[src/verilog/gamePkg.sv]
package gamePkg;

   // Integer pixel part of a coordinate, signed
   localparam int coordBits = 11;
   // Sub-pixel part, positions are kept in 1/16 pixel
   localparam int fracBits = 4;
   // Speed in 1/16 pixel per frame, unsigned
   localparam int speedBits = 10;

   // One bit per pad key
   typedef struct packed {
      logic up;
      logic down;
      logic right;
      logic left;
   } padKeys_t;

   // Integer screen position of a player
   typedef struct packed {
      logic signed [coordBits-1:0] x;
      logic signed [coordBits-1:0] y;
   } position_t;

   // Direction of the move in progress
   typedef enum logic [2:0] {
      dirNone,
      dirUp,
      dirDown,
      dirRight,
      dirLeft
   } moveDir_t;

   // Player motion FSM states
   typedef enum logic {
      waiting,
      moving
   } motionState_t;

   // Sprite numbers, two animation frames per side
   typedef enum logic [2:0] {
      spriteFace   = 3'd0,
      spriteUp1    = 3'd1,
      spriteUp2    = 3'd2,
      spriteRight1 = 3'd3,
      spriteRight2 = 3'd4,
      spriteLeft1  = 3'd5,
      spriteLeft2  = 3'd6
   } sprite_t;

   // What the renderer needs for one player
   typedef struct packed {
      position_t pos;
      sprite_t   sprite;
   } playerView_t;

   // Start tiles of both players
   localparam position_t player1Start = '{x: 11'sd128, y: 11'sd128};
   localparam position_t player2Start = '{x: 11'sd448, y: 11'sd448};

   // Speeds after reset
   localparam logic [speedBits-1:0] speed1Reset = 10'd16;
   localparam logic [speedBits-1:0] speed2Reset = 10'd3;

   // Wishbone word addresses
   typedef enum logic [2:0] {
      addrSpeed1 = 3'd0,
      addrSpeed2 = 3'd1,
      addrPos1   = 3'd2,
      addrPos2   = 3'd3,
      addrFrames = 3'd4
   } regAddr_t;

endpackage

[src/verilog/videoPkg.sv]
package videoPkg;

   // Width of the pixel and line counters
   localparam int timingBits = 12;

   // Frame strobes, each high for one clock
   typedef struct packed {
      logic sof;
      logic eof;
   } frameSync_t;

endpackage

[src/verilog/frameTimer.sv]
`timescale 1ns/1ps

module frameTimer
#(
   parameter int lineLength = 800,
   parameter int frameLines = 525
)
(
   input  logic                 clk,
   input  logic                 reset_n,
   output videoPkg::frameSync_t frameSync
);

   localparam int cntBits = videoPkg::timingBits;
   // Last pixel of a line and last line of a frame
   localparam logic [cntBits-1:0] lastPixel = cntBits'(lineLength - 1);
   localparam logic [cntBits-1:0] lastLine = cntBits'(frameLines - 1);

   logic [cntBits-1:0] pixel;
   logic [cntBits-1:0] line;
   logic [cntBits-1:0] pixelNext;
   logic [cntBits-1:0] lineNext;

   // Counter advance, line moves on at the end of each line
   always_comb
   begin
      pixelNext = pixel + 1'b1;
      lineNext = line;
      if (pixel == lastPixel)
      begin
         pixelNext = '0;
         lineNext = (line == lastLine) ? '0 : line + 1'b1;
      end
   end

   // Strobes are decoded from the next count so they line up with the counters
   always_ff @(posedge clk or negedge reset_n)
   begin
      if (!reset_n)
      begin
         pixel <= '0;
         line <= '0;
         frameSync <= '0;
      end
      else
      begin
         pixel <= pixelNext;
         line <= lineNext;
         // Start of frame on the top left pixel
         frameSync.sof <= (pixelNext == '0) && (lineNext == '0);
         // End of frame on the last pixel of the last line
         frameSync.eof <= (pixelNext == lastPixel) && (lineNext == lastLine);
      end
   end

   // Both strobes at once would mean a one-pixel frame
   sofEofApart: assert property (@(posedge clk) disable iff (!reset_n)
      !(frameSync.sof && frameSync.eof));

endmodule

[src/verilog/playerMotion.sv]
`timescale 1ns/1ps

module playerMotion
#(
   parameter int                  tileSize = 32,
   parameter gamePkg::position_t  startPos = gamePkg::player1Start
)
(
   input  logic                             clk,
   input  logic                             reset_n,
   input  logic                             step,
   input  gamePkg::padKeys_t                keys,
   input  logic [gamePkg::speedBits-1:0]    speed,
   output logic                             stepDone,
   output gamePkg::position_t               pos,
   output gamePkg::moveDir_t                dir,
   output logic                             moving
);

   // Fixed point: integer pixels above, 1/16 pixel below
   localparam int posBits = gamePkg::coordBits + gamePkg::fracBits;
   localparam int fracBits = gamePkg::fracBits;

   typedef logic signed [posBits-1:0] fixed_t;

   // One tile in sub-pixel units
   localparam fixed_t tileStep = fixed_t'(tileSize << fracBits);

   gamePkg::motionState_t state;
   gamePkg::moveDir_t     startDir;
   gamePkg::moveDir_t     curDir;

   fixed_t posX;
   fixed_t posY;
   fixed_t goalX;
   fixed_t goalY;
   fixed_t velX;
   fixed_t velY;
   fixed_t speedFix;
   fixed_t startGoalX;
   fixed_t startGoalY;
   fixed_t startVelX;
   fixed_t startVelY;
   fixed_t curGoalX;
   fixed_t curGoalY;
   fixed_t curVelX;
   fixed_t curVelY;
   fixed_t nextX;
   fixed_t nextY;
   fixed_t remX;
   fixed_t remY;

   logic startMove;
   logic curMoving;
   logic arriveX;
   logic arriveY;

   // Speed widened to the position format, never negative
   assign speedFix = fixed_t'(speed);

   // New move from the pad, up wins over down, right, left
   always_comb
   begin
      startMove = 1'b0;
      startDir = gamePkg::dirNone;
      startGoalX = posX;
      startGoalY = posY;
      startVelX = '0;
      startVelY = '0;
      if (state == gamePkg::waiting)
      begin
         if (keys.up)
         begin
            startMove = 1'b1;
            startDir = gamePkg::dirUp;
            startGoalY = posY - tileStep;
            startVelY = -speedFix;
         end
         else if (keys.down)
         begin
            startMove = 1'b1;
            startDir = gamePkg::dirDown;
            startGoalY = posY + tileStep;
            startVelY = speedFix;
         end
         else if (keys.right)
         begin
            startMove = 1'b1;
            startDir = gamePkg::dirRight;
            startGoalX = posX + tileStep;
            startVelX = speedFix;
         end
         else if (keys.left)
         begin
            startMove = 1'b1;
            startDir = gamePkg::dirLeft;
            startGoalX = posX - tileStep;
            startVelX = -speedFix;
         end
      end
   end

   // A move that starts on this step also advances on it
   assign curMoving = (state == gamePkg::moving) || startMove;
   assign curDir = (state == gamePkg::moving) ? dir : startDir;
   assign curGoalX = (state == gamePkg::moving) ? goalX : startGoalX;
   assign curGoalY = (state == gamePkg::moving) ? goalY : startGoalY;
   assign curVelX = (state == gamePkg::moving) ? velX : startVelX;
   assign curVelY = (state == gamePkg::moving) ? velY : startVelY;

   assign nextX = posX + curVelX;
   assign nextY = posY + curVelY;

   // Distance left after this step, modular so wrap around is harmless
   assign remX = curGoalX - nextX;
   assign remY = curGoalY - nextY;

   // Goal reached or passed on each axis, an idle axis always counts
   assign arriveX = (curVelX == 0) || ((curVelX > 0) ? (remX <= 0) : (remX >= 0));
   assign arriveY = (curVelY == 0) || ((curVelY > 0) ? (remY <= 0) : (remY >= 0));

   // Goal and velocity, captured when a move starts
   always_ff @(posedge clk)
   begin
      if (step && startMove)
      begin
         goalX <= startGoalX;
         goalY <= startGoalY;
         velX <= startVelX;
         velY <= startVelY;
      end
   end

   always_ff @(posedge clk or negedge reset_n)
   begin
      if (!reset_n)
      begin
         state <= gamePkg::waiting;
         posX <= {startPos.x, {fracBits{1'b0}}};
         posY <= {startPos.y, {fracBits{1'b0}}};
         dir <= gamePkg::dirNone;
         stepDone <= 1'b0;
      end
      else
      begin
         // Answer every step one clock later
         stepDone <= step;
         if (step && curMoving)
         begin
            if (arriveX && arriveY)
            begin
               // Snap onto the tile and wait for keys again
               posX <= curGoalX;
               posY <= curGoalY;
               state <= gamePkg::waiting;
               dir <= gamePkg::dirNone;
            end
            else
            begin
               posX <= nextX;
               posY <= nextY;
               state <= gamePkg::moving;
               dir <= curDir;
            end
         end
      end
   end

   // Sub-pixel bits stay inside
   assign pos = '{x: posX[posBits-1:fracBits], y: posY[posBits-1:fracBits]};
   assign moving = (state == gamePkg::moving);

   // The sequencer waits for each answer before the next step
   noStepWhileDone: assert property (@(posedge clk) disable iff (!reset_n)
      stepDone |-> !step);
   singleDone: assert property (@(posedge clk) disable iff (!reset_n)
      stepDone |=> !stepDone);

endmodule

[src/verilog/spriteAnimator.sv]
`timescale 1ns/1ps

module spriteAnimator
(
   input  logic              clk,
   input  logic              reset_n,
   input  logic              update,
   input  gamePkg::moveDir_t dir,
   input  logic              moving,
   output gamePkg::sprite_t  sprite
);

   logic             phase;
   logic             nextPhase;
   gamePkg::sprite_t chosen;

   // Walk cycle alternates each frame in motion, restarts when standing
   assign nextPhase = moving ? ~phase : 1'b0;

   // Frame 1 on a set phase, frame 2 otherwise
   always_comb
   begin
      chosen = gamePkg::spriteFace;
      if (moving)
      begin
         case (dir)
            gamePkg::dirUp: chosen = nextPhase ? gamePkg::spriteUp1 : gamePkg::spriteUp2;
            gamePkg::dirRight:
               chosen = nextPhase ? gamePkg::spriteRight1 : gamePkg::spriteRight2;
            gamePkg::dirLeft:
               chosen = nextPhase ? gamePkg::spriteLeft1 : gamePkg::spriteLeft2;
            // Walking down shows the face
            default: chosen = gamePkg::spriteFace;
         endcase
      end
   end

   always_ff @(posedge clk or negedge reset_n)
   begin
      if (!reset_n)
      begin
         phase <= 1'b0;
         sprite <= gamePkg::spriteFace;
      end
      else if (update)
      begin
         phase <= nextPhase;
         sprite <= chosen;
      end
   end

endmodule

[src/verilog/gameController.sv]
`timescale 1ns/1ps

module gameController
#(
   parameter int tileSize = 32
)
(
   input  logic                          clk,
   input  logic                          reset_n,
   input  videoPkg::frameSync_t          frameSync,
   input  gamePkg::padKeys_t             pad1,
   input  gamePkg::padKeys_t             pad2,
   input  logic [gamePkg::speedBits-1:0] speed1,
   input  logic [gamePkg::speedBits-1:0] speed2,
   output gamePkg::playerView_t          view1,
   output gamePkg::playerView_t          view2
);

   // Frame sequencer states
   typedef enum logic [2:0] {
      idle,
      stepOne,
      waitOne,
      stepTwo,
      waitTwo
   } seqState_t;

   seqState_t state;

   logic step1;
   logic step2;
   logic stepDone1;
   logic stepDone2;
   logic moving1;
   logic moving2;

   gamePkg::position_t pos1;
   gamePkg::position_t pos2;
   gamePkg::moveDir_t  dir1;
   gamePkg::moveDir_t  dir2;
   gamePkg::sprite_t   sprite1;
   gamePkg::sprite_t   sprite2;

   // Player 1 first, then player 2, once per frame after eof
   always_ff @(posedge clk or negedge reset_n)
   begin
      if (!reset_n)
         state <= idle;
      else
      begin
         case (state)
            idle: if (frameSync.eof) state <= stepOne;
            stepOne: state <= waitOne;
            waitOne: if (stepDone1) state <= stepTwo;
            stepTwo: state <= waitTwo;
            waitTwo: if (stepDone2) state <= idle;
            default: state <= idle;
         endcase
      end
   end

   // Step pulses straight from the state
   assign step1 = (state == stepOne);
   assign step2 = (state == stepTwo);

   playerMotion #(.tileSize(tileSize), .startPos(gamePkg::player1Start)) motion1
   (
      .clk(clk), .reset_n(reset_n), .step(step1), .keys(pad1), .speed(speed1),
      .stepDone(stepDone1), .pos(pos1), .dir(dir1), .moving(moving1)
   );

   playerMotion #(.tileSize(tileSize), .startPos(gamePkg::player2Start)) motion2
   (
      .clk(clk), .reset_n(reset_n), .step(step2), .keys(pad2), .speed(speed2),
      .stepDone(stepDone2), .pos(pos2), .dir(dir2), .moving(moving2)
   );

   // Animators tick once per finished step
   spriteAnimator anim1
   (
      .clk(clk), .reset_n(reset_n), .update(stepDone1), .dir(dir1), .moving(moving1),
      .sprite(sprite1)
   );

   spriteAnimator anim2
   (
      .clk(clk), .reset_n(reset_n), .update(stepDone2), .dir(dir2), .moving(moving2),
      .sprite(sprite2)
   );

   assign view1 = '{pos: pos1, sprite: sprite1};
   assign view2 = '{pos: pos2, sprite: sprite2};

endmodule

[src/verilog/gameRegs.sv]
`timescale 1ns/1ps

module gameRegs
(
   input  logic                          clk,
   input  logic                          reset_n,
   input  logic                          wbCyc,
   input  logic                          wbStb,
   input  logic                          wbWe,
   input  logic [2:0]                    wbAdr,
   input  logic [31:0]                   wbDatW,
   input  videoPkg::frameSync_t          frameSync,
   input  gamePkg::playerView_t          view1,
   input  gamePkg::playerView_t          view2,
   output logic [31:0]                   wbDatR,
   output logic                          wbAck,
   output logic [gamePkg::speedBits-1:0] speed1,
   output logic [gamePkg::speedBits-1:0] speed2
);

   localparam int speedBits = gamePkg::speedBits;

   gamePkg::regAddr_t addr;

   logic [31:0] frameCount;
   logic        writeNow;

   // Zero speed would freeze a player mid move
   function automatic logic [speedBits-1:0] clampSpeed(input logic [31:0] data);
      logic [speedBits-1:0] raw;
      raw = data[speedBits-1:0];
      return (raw == '0) ? speedBits'(1) : raw;
   endfunction

   // x in the upper half, y in the lower half, both sign extended
   function automatic logic [31:0] packPos(input gamePkg::position_t p);
      return {16'(p.x), 16'(p.y)};
   endfunction

   assign addr = gamePkg::regAddr_t'(wbAdr);

   // Write lands on the ack cycle
   assign writeNow = wbAck && wbCyc && wbStb && wbWe;

   always_ff @(posedge clk or negedge reset_n)
   begin
      if (!reset_n)
      begin
         wbAck <= 1'b0;
         speed1 <= gamePkg::speed1Reset;
         speed2 <= gamePkg::speed2Reset;
         frameCount <= '0;
      end
      else
      begin
         // Single cycle ack, one clock after the request
         wbAck <= wbCyc && wbStb && !wbAck;
         if (frameSync.eof)
            frameCount <= frameCount + 1'b1;
         if (writeNow)
         begin
            // Positions and frame count are read only
            case (addr)
               gamePkg::addrSpeed1: speed1 <= clampSpeed(wbDatW);
               gamePkg::addrSpeed2: speed2 <= clampSpeed(wbDatW);
               default: ;
            endcase
         end
      end
   end

   // Read mux, valid while ack is high
   always_comb
   begin
      case (addr)
         gamePkg::addrSpeed1: wbDatR = 32'(speed1);
         gamePkg::addrSpeed2: wbDatR = 32'(speed2);
         gamePkg::addrPos1: wbDatR = packPos(view1.pos);
         gamePkg::addrPos2: wbDatR = packPos(view2.pos);
         gamePkg::addrFrames: wbDatR = frameCount;
         default: wbDatR = '0;
      endcase
   end

   // Master must hold the request until it sees the ack
   ackInCycle: assert property (@(posedge clk) disable iff (!reset_n)
      wbAck |-> (wbCyc && wbStb));

endmodule

[src/verilog/gameTop.sv]
`timescale 1ns/1ps

module gameTop
#(
   parameter int tileSize = 32,
   parameter int lineLength = 800,
   parameter int frameLines = 525
)
(
   input  logic                 clk,
   input  logic                 reset_n,
   input  gamePkg::padKeys_t    pad1,
   input  gamePkg::padKeys_t    pad2,
   input  logic                 wbCyc,
   input  logic                 wbStb,
   input  logic                 wbWe,
   input  logic [2:0]           wbAdr,
   input  logic [31:0]          wbDatW,
   output logic [31:0]          wbDatR,
   output logic                 wbAck,
   output gamePkg::playerView_t view1,
   output gamePkg::playerView_t view2,
   output videoPkg::frameSync_t frameSync
);

   logic [gamePkg::speedBits-1:0] speed1;
   logic [gamePkg::speedBits-1:0] speed2;

   // Frame strobes pace the whole game
   frameTimer #(.lineLength(lineLength), .frameLines(frameLines)) timer
   (
      .clk(clk), .reset_n(reset_n), .frameSync(frameSync)
   );

   // Host access to speeds, positions and frame count
   gameRegs regs
   (
      .clk(clk), .reset_n(reset_n), .wbCyc(wbCyc), .wbStb(wbStb), .wbWe(wbWe),
      .wbAdr(wbAdr), .wbDatW(wbDatW), .frameSync(frameSync), .view1(view1),
      .view2(view2), .wbDatR(wbDatR), .wbAck(wbAck), .speed1(speed1), .speed2(speed2)
   );

   gameController #(.tileSize(tileSize)) controller
   (
      .clk(clk), .reset_n(reset_n), .frameSync(frameSync), .pad1(pad1), .pad2(pad2),
      .speed1(speed1), .speed2(speed2), .view1(view1), .view2(view2)
   );

endmodule

[config.mk]
export PLATFORM = sky130hd
export DESIGN_NAME = gameTop
export DESIGN_NICKNAME = d
export VERILOG_FILES = /design/src/verilog/gamePkg.sv /design/src/verilog/videoPkg.sv /design/src/verilog/frameTimer.sv /design/src/verilog/playerMotion.sv /design/src/verilog/spriteAnimator.sv /design/src/verilog/gameController.sv /design/src/verilog/gameRegs.sv /design/src/verilog/gameTop.sv
export SDC_FILE = /design/constraint.sdc
export NUM_CORES = 1
export LEC_CHECK = 0
export ABC_AREA = 1
export BUFFER_PORTS_ARGS = -buffer_cell sky130_fd_sc_hd__buf_2
export CAP_MARGIN = 0
export CORE_ASPECT_RATIO = 1.75
export CORE_MARGIN = 1.5
export CORE_UTILIZATION = 43
export CTS_CLUSTER_DIAMETER = 30
export DETAILED_ROUTE_END_ITERATION = 8
export GPL_TIMING_DRIVEN = 0
export PLACE_DENSITY_LB_ADDON = 0.12
export REMOVE_ABC_BUFFERS = 1
export SLEW_MARGIN = 20
export SYNTH_ARGS = -nofsm -noshare
export SYNTH_HDL_FRONTEND = slang
export SYNTH_SLANG_ARGS = --single-unit
[constraint.sdc]
create_clock -name clk -period 6.2 [get_ports clk]
set_input_delay 0.31 -clock clk [delete_from_list [all_inputs] [get_ports clk]]
set_output_delay 0.31 -clock clk [all_outputs]
set_load 0.02 [all_outputs]
==> results.sh <==
export IMPL_outcome="finished clean"
export IMPL_clk_pin_slew_worst_paths_ps=60
export IMPL_layout_common_cells="nand2_1, inv_1, nand3_1"
export IMPL_max_stage_delay_ps=590
export IMPL_cp_end_kind="register"
export IMPL_start_util_pct=43.45
export IMPL_grt_pass1_wl_mm=110.4
export IMPL_required_ps=6670
export IMPL_worstSetupPathType="reg -> reg"
export IMPL_slowest_stage="dfrtp_4"
export IMPL_start_kind="register"
export IMPL_vias=20940
export IMPL_finClkSkew_ps=31.10
export IMPL_powerDensity_nw_per_um2=201.3
export IMPL_ant_nets=0
export IMPL_clock_fmax_mhz=175.1
export IMPL_drc_errors=0
export IMPL_setup_tns_ps=0
export IMPL_drv_slew=0
export IMPL_post_route_period_util_pct=92.12
export IMPL_gp_congestion=0.9409
export IMPL_io_buffers=110
export IMPL_dp_hpwl_mm=54.37
export IMPL_final_common_cell="nand2_1"
export IMPL_fp_dieH_um=301.3
export IMPL_synthFlopType="dfrtp_1"
export IMPL_die_area_um2=52260
export IMPL_wire_per_inst_um=18.61
export IMPL_clk_latency_ps=600
export IMPL_cts_tree="yes"
export IMPL_design_core_area_um2=50320
export IMPL_path_max_fanout=41
export IMPL_switching_share_pct=24.50
export IMPL_synthCells=3084
export IMPL_antenna_found_initial=3
export IMPL_avgViaCountPerCell=5.391
export IMPL_seqCellArea_um2=7629
export IMPL_fp_dieW_um=173.5
export IMPL_ys_ff_latch=280
export IMPL_intPower_mw=3.811
export IMPL_maxSlewHeadroom_pct=28.99
export IMPL_fill_cells=5016
export IMPL_dr_pass1_iters=7
export IMPL_rrSetupSlack_ps=490
export IMPL_drive_gt1_share_pct=11.56
export IMPL_ir_drop_uv=207.5
export IMPL_cts_inserted_buffers=56
export IMPL_reg2reg_depth=29
export IMPL_power_switching_mw=1.237
export IMPL_seq_area_frac_synth_pct=34.86
export IMPL_syn_to_final_growth_pct=14.68
export IMPL_htree_levels=2
export IMPL_hold_depth=3
export IMPL_grt_overflow_total=0
export IMPL_yosysWarnings=0
export IMPL_final_nets=3350
export IMPL_seq_power_share_pct=38.9
export IMPL_clockPowerShare_pct=57.1
export IMPL_clk_path_buf_depth=3
export IMPL_setup_viol=0
export IMPL_grt_util_all_layers_pct=26.86
export IMPL_multi_input_area_um2=12110
export IMPL_syn_avg_cell_area_um2=7.090
export IMPL_clock_sinks=280
export IMPL_min_period_ps=5712
export IMPL_rows=109
export IMPL_drt_iter0_drc=1300
export IMPL_synth_edf_count=120
export IMPL_min_path_type="in -> reg"
export IMPL_routed_wirelength_mm=72.31
export IMPL_p_leak_nw=12.79
export IMPL_cts_root_buf="clkbuf_16"
export IMPL_p_comb_share_pct=4.0
export IMPL_hold_violations=0
export IMPL_grt_max_degree=77
export IMPL_tightest_slew_ps=1061
export IMPL_netlist_area_um2=21860
export IMPL_cp_arrival_ps=6180
export IMPL_io_pins=133
export IMPL_ys_types=59
export IMPL_async_flop_share_pct=57.14
export IMPL_crit_path_frequent_cell="nand2_1"
export IMPL_p_total_mw=5.048
export IMPL_grt_pass1_vias=20790
export IMPL_maxCapViolCount=0
## stage by stage
stage               setup slack [ps]  std cells  hold WS [ps]  instance area (µm²)  util [%]
floorplan                      58.47       2966         14.41                21170         -
global placement               -3514       3742         426.7                22560     44.82
detailed placement            -847.9       3757         164.7                22910     45.52
CTS                            15.04       3868         5.711                24820     49.33
global route                  -3.492       3884         16.31                25070     49.82
finish                         488.5       3885         31.38                25080     49.83
## repair_timing
action	in CTS	in global routing
buffers inserted	1	12
resized for setup	8	24
endpoints found under the hold margin	95	0
setup endpoints to repair	68	68
hold buffers	5	0
pin swaps	0	6
gates cloned	0	4
## metal layers
layer,GRT usage (%),vias to the layer above,share of wire [%]
li1,-,10260,-
met1,27.99,9888,37
met2,51.91,575,54
met3,3.127,220,3.9
met4,14.70,4,5.6
met5,0,-,0.033
## worst paths after layout
kind                                                start                     endpoint
max in group asynchronous                         reset_n  controller.motion2.posX[10]
worst min register to register                 regs.wbAck                   regs.wbAck
worst min-delay path                            wbDatW[8]               regs.speed2[8]
min in group asynchronous                         reset_n   controller.motion2.posY[5]
worst max-delay path            controller.motion2.moving    controller.motion2.dir[2]
worst max register to register  controller.motion2.moving    controller.motion2.dir[2]
## final cells by class
cell class                 instances  area share [%]
multi-input combinational       2253           48.31
sequential                       280           30.42
inverter                         437           6.666
clock buffer                      71           6.013
timing repair buffer             143           4.072
tap                              666           3.323
clock inverter                    34           1.183
antenna                            1        0.009980
## power by group through the flow
stage,Combinational [mW],Sequential (mW),Clock (mW)
final,0.203,1.96,2.88
after global routing,0.221,1.96,3.02
after CTS,0.197,1.96,2.93
after detailed placement,0.193,1.99,0
after global placement,0.185,1.99,0
after floorplan,0.0889,1.99,0
## worst max-delay path, delay by kind of cell (launching register included)
kind / cells / cell delay, ps
adder cells (fa/ha/maj): 2 / 710
AND/OR/NAND/NOR: 18 / 2260
flip-flops: 1 / 590
AO/OA/AOI/OAI: 5 / 1060
XOR/XNOR: 1 / 360
buffers and inverters: 3 / 490
## synthesized netlist by cell type (4+ instances only)
| cell | n | area share, % |
|---|---|---|
| nand2_1 | 913 | 16 |
| inv_1 | 416 | 7.1 |
| nand3_1 | 298 | 6.8 |
| nor2_1 | 194 | 3.3 |
| o21ai_0 | 154 | 3.5 |
| dfrtp_1 | 149 | 17 |
| ha_1 | 127 | 7.3 |
| a21oi_1 | 124 | 2.8 |
| edfxtp_1 | 120 | 16 |
| xor2_1 | 71 | 2.8 |
| nand4_1 | 52 | 1.5 |
| buf_4 | 45 | 1.5 |
| or2_2 | 41 | 1.2 |
| clkbuf_1 | 38 | 0.65 |
| nor3_1 | 36 | 0.82 |
| xnor2_1 | 34 | 1.4 |
| buf_2 | 23 | 0.53 |
| nand3b_1 | 21 | 0.72 |
| inv_2 | 17 | 0.29 |
| o211ai_1 | 17 | 0.58 |
| nand2_2 | 15 | 0.43 |
| nor4_1 | 15 | 0.43 |
| o22ai_1 | 14 | 0.40 |
| a21o_1 | 11 | 0.38 |
| dfstp_2 | 11 | 1.3 |
| nor2_2 | 11 | 0.31 |
| a221oi_1 | 10 | 0.40 |
| a31oi_1 | 9 | 0.26 |
| o21bai_1 | 8 | 0.27 |
| buf_6 | 7 | 0.36 |
| o221ai_1 | 7 | 0.28 |
| o21ai_1 | 6 | 0.14 |
| a211oi_1 | 5 | 0.17 |
| buf_1 | 5 | 0.086 |
| a22oi_1 | 4 | 0.14 |
| a31o_2 | 4 | 0.16 |
| fa_1 | 4 | 0.37 |
| mux2i_1 | 4 | 0.18 |
| nand2_4 | 4 | 0.21 |
| nor2_4 | 4 | 0.21 |
| o21a_1 | 4 | 0.14 |
| o31ai_1 | 4 | 0.14 |
## cell families (layout without fill, tap and decap cells)
| group | after synthesis | in the layout | synth area share (%) |
|---|---|---|---|
| adder cells (fa/ha/maj) | 131 | 131 | 7.634 |
| other | 0 | 1 | 0 |
| multiplexers | 5 | 5 | 0.2346 |
| buffers and inverters | 555 | 685 | 10.68 |
| flip-flops | 280 | 280 | 34.86 |
| AO/OA/AOI/OAI | 391 | 391 | 10.20 |
| AND/OR/NAND/NOR | 1617 | 1621 | 32.18 |
| XOR/XNOR | 105 | 105 | 4.206 |
## state kept, by name, indices dropped and copies added, names as in the netlist, 10 cells and up
| register | cells |
|---|---|
| regs.speed1 | 10 |
| controller.motion2.goalX | 15 |
| regs.frameCount | 32 |
| controller.motion1.velY | 15 |
| timer.line | 12 |
| controller.motion2.goalY | 15 |
| controller.motion2.velX | 15 |
| regs.speed2 | 10 |
| controller.motion1.posY | 15 |
| controller.motion1.posX | 15 |
| controller.motion2.posX | 15 |
| controller.motion1.velX | 15 |
| controller.motion2.velY | 15 |
| timer.pixel | 12 |
| controller.motion1.goalX | 15 |
| controller.motion2.posY | 15 |
| controller.motion1.goalY | 15 |
No activity file was read; power rests on OpenSTA's default activity.
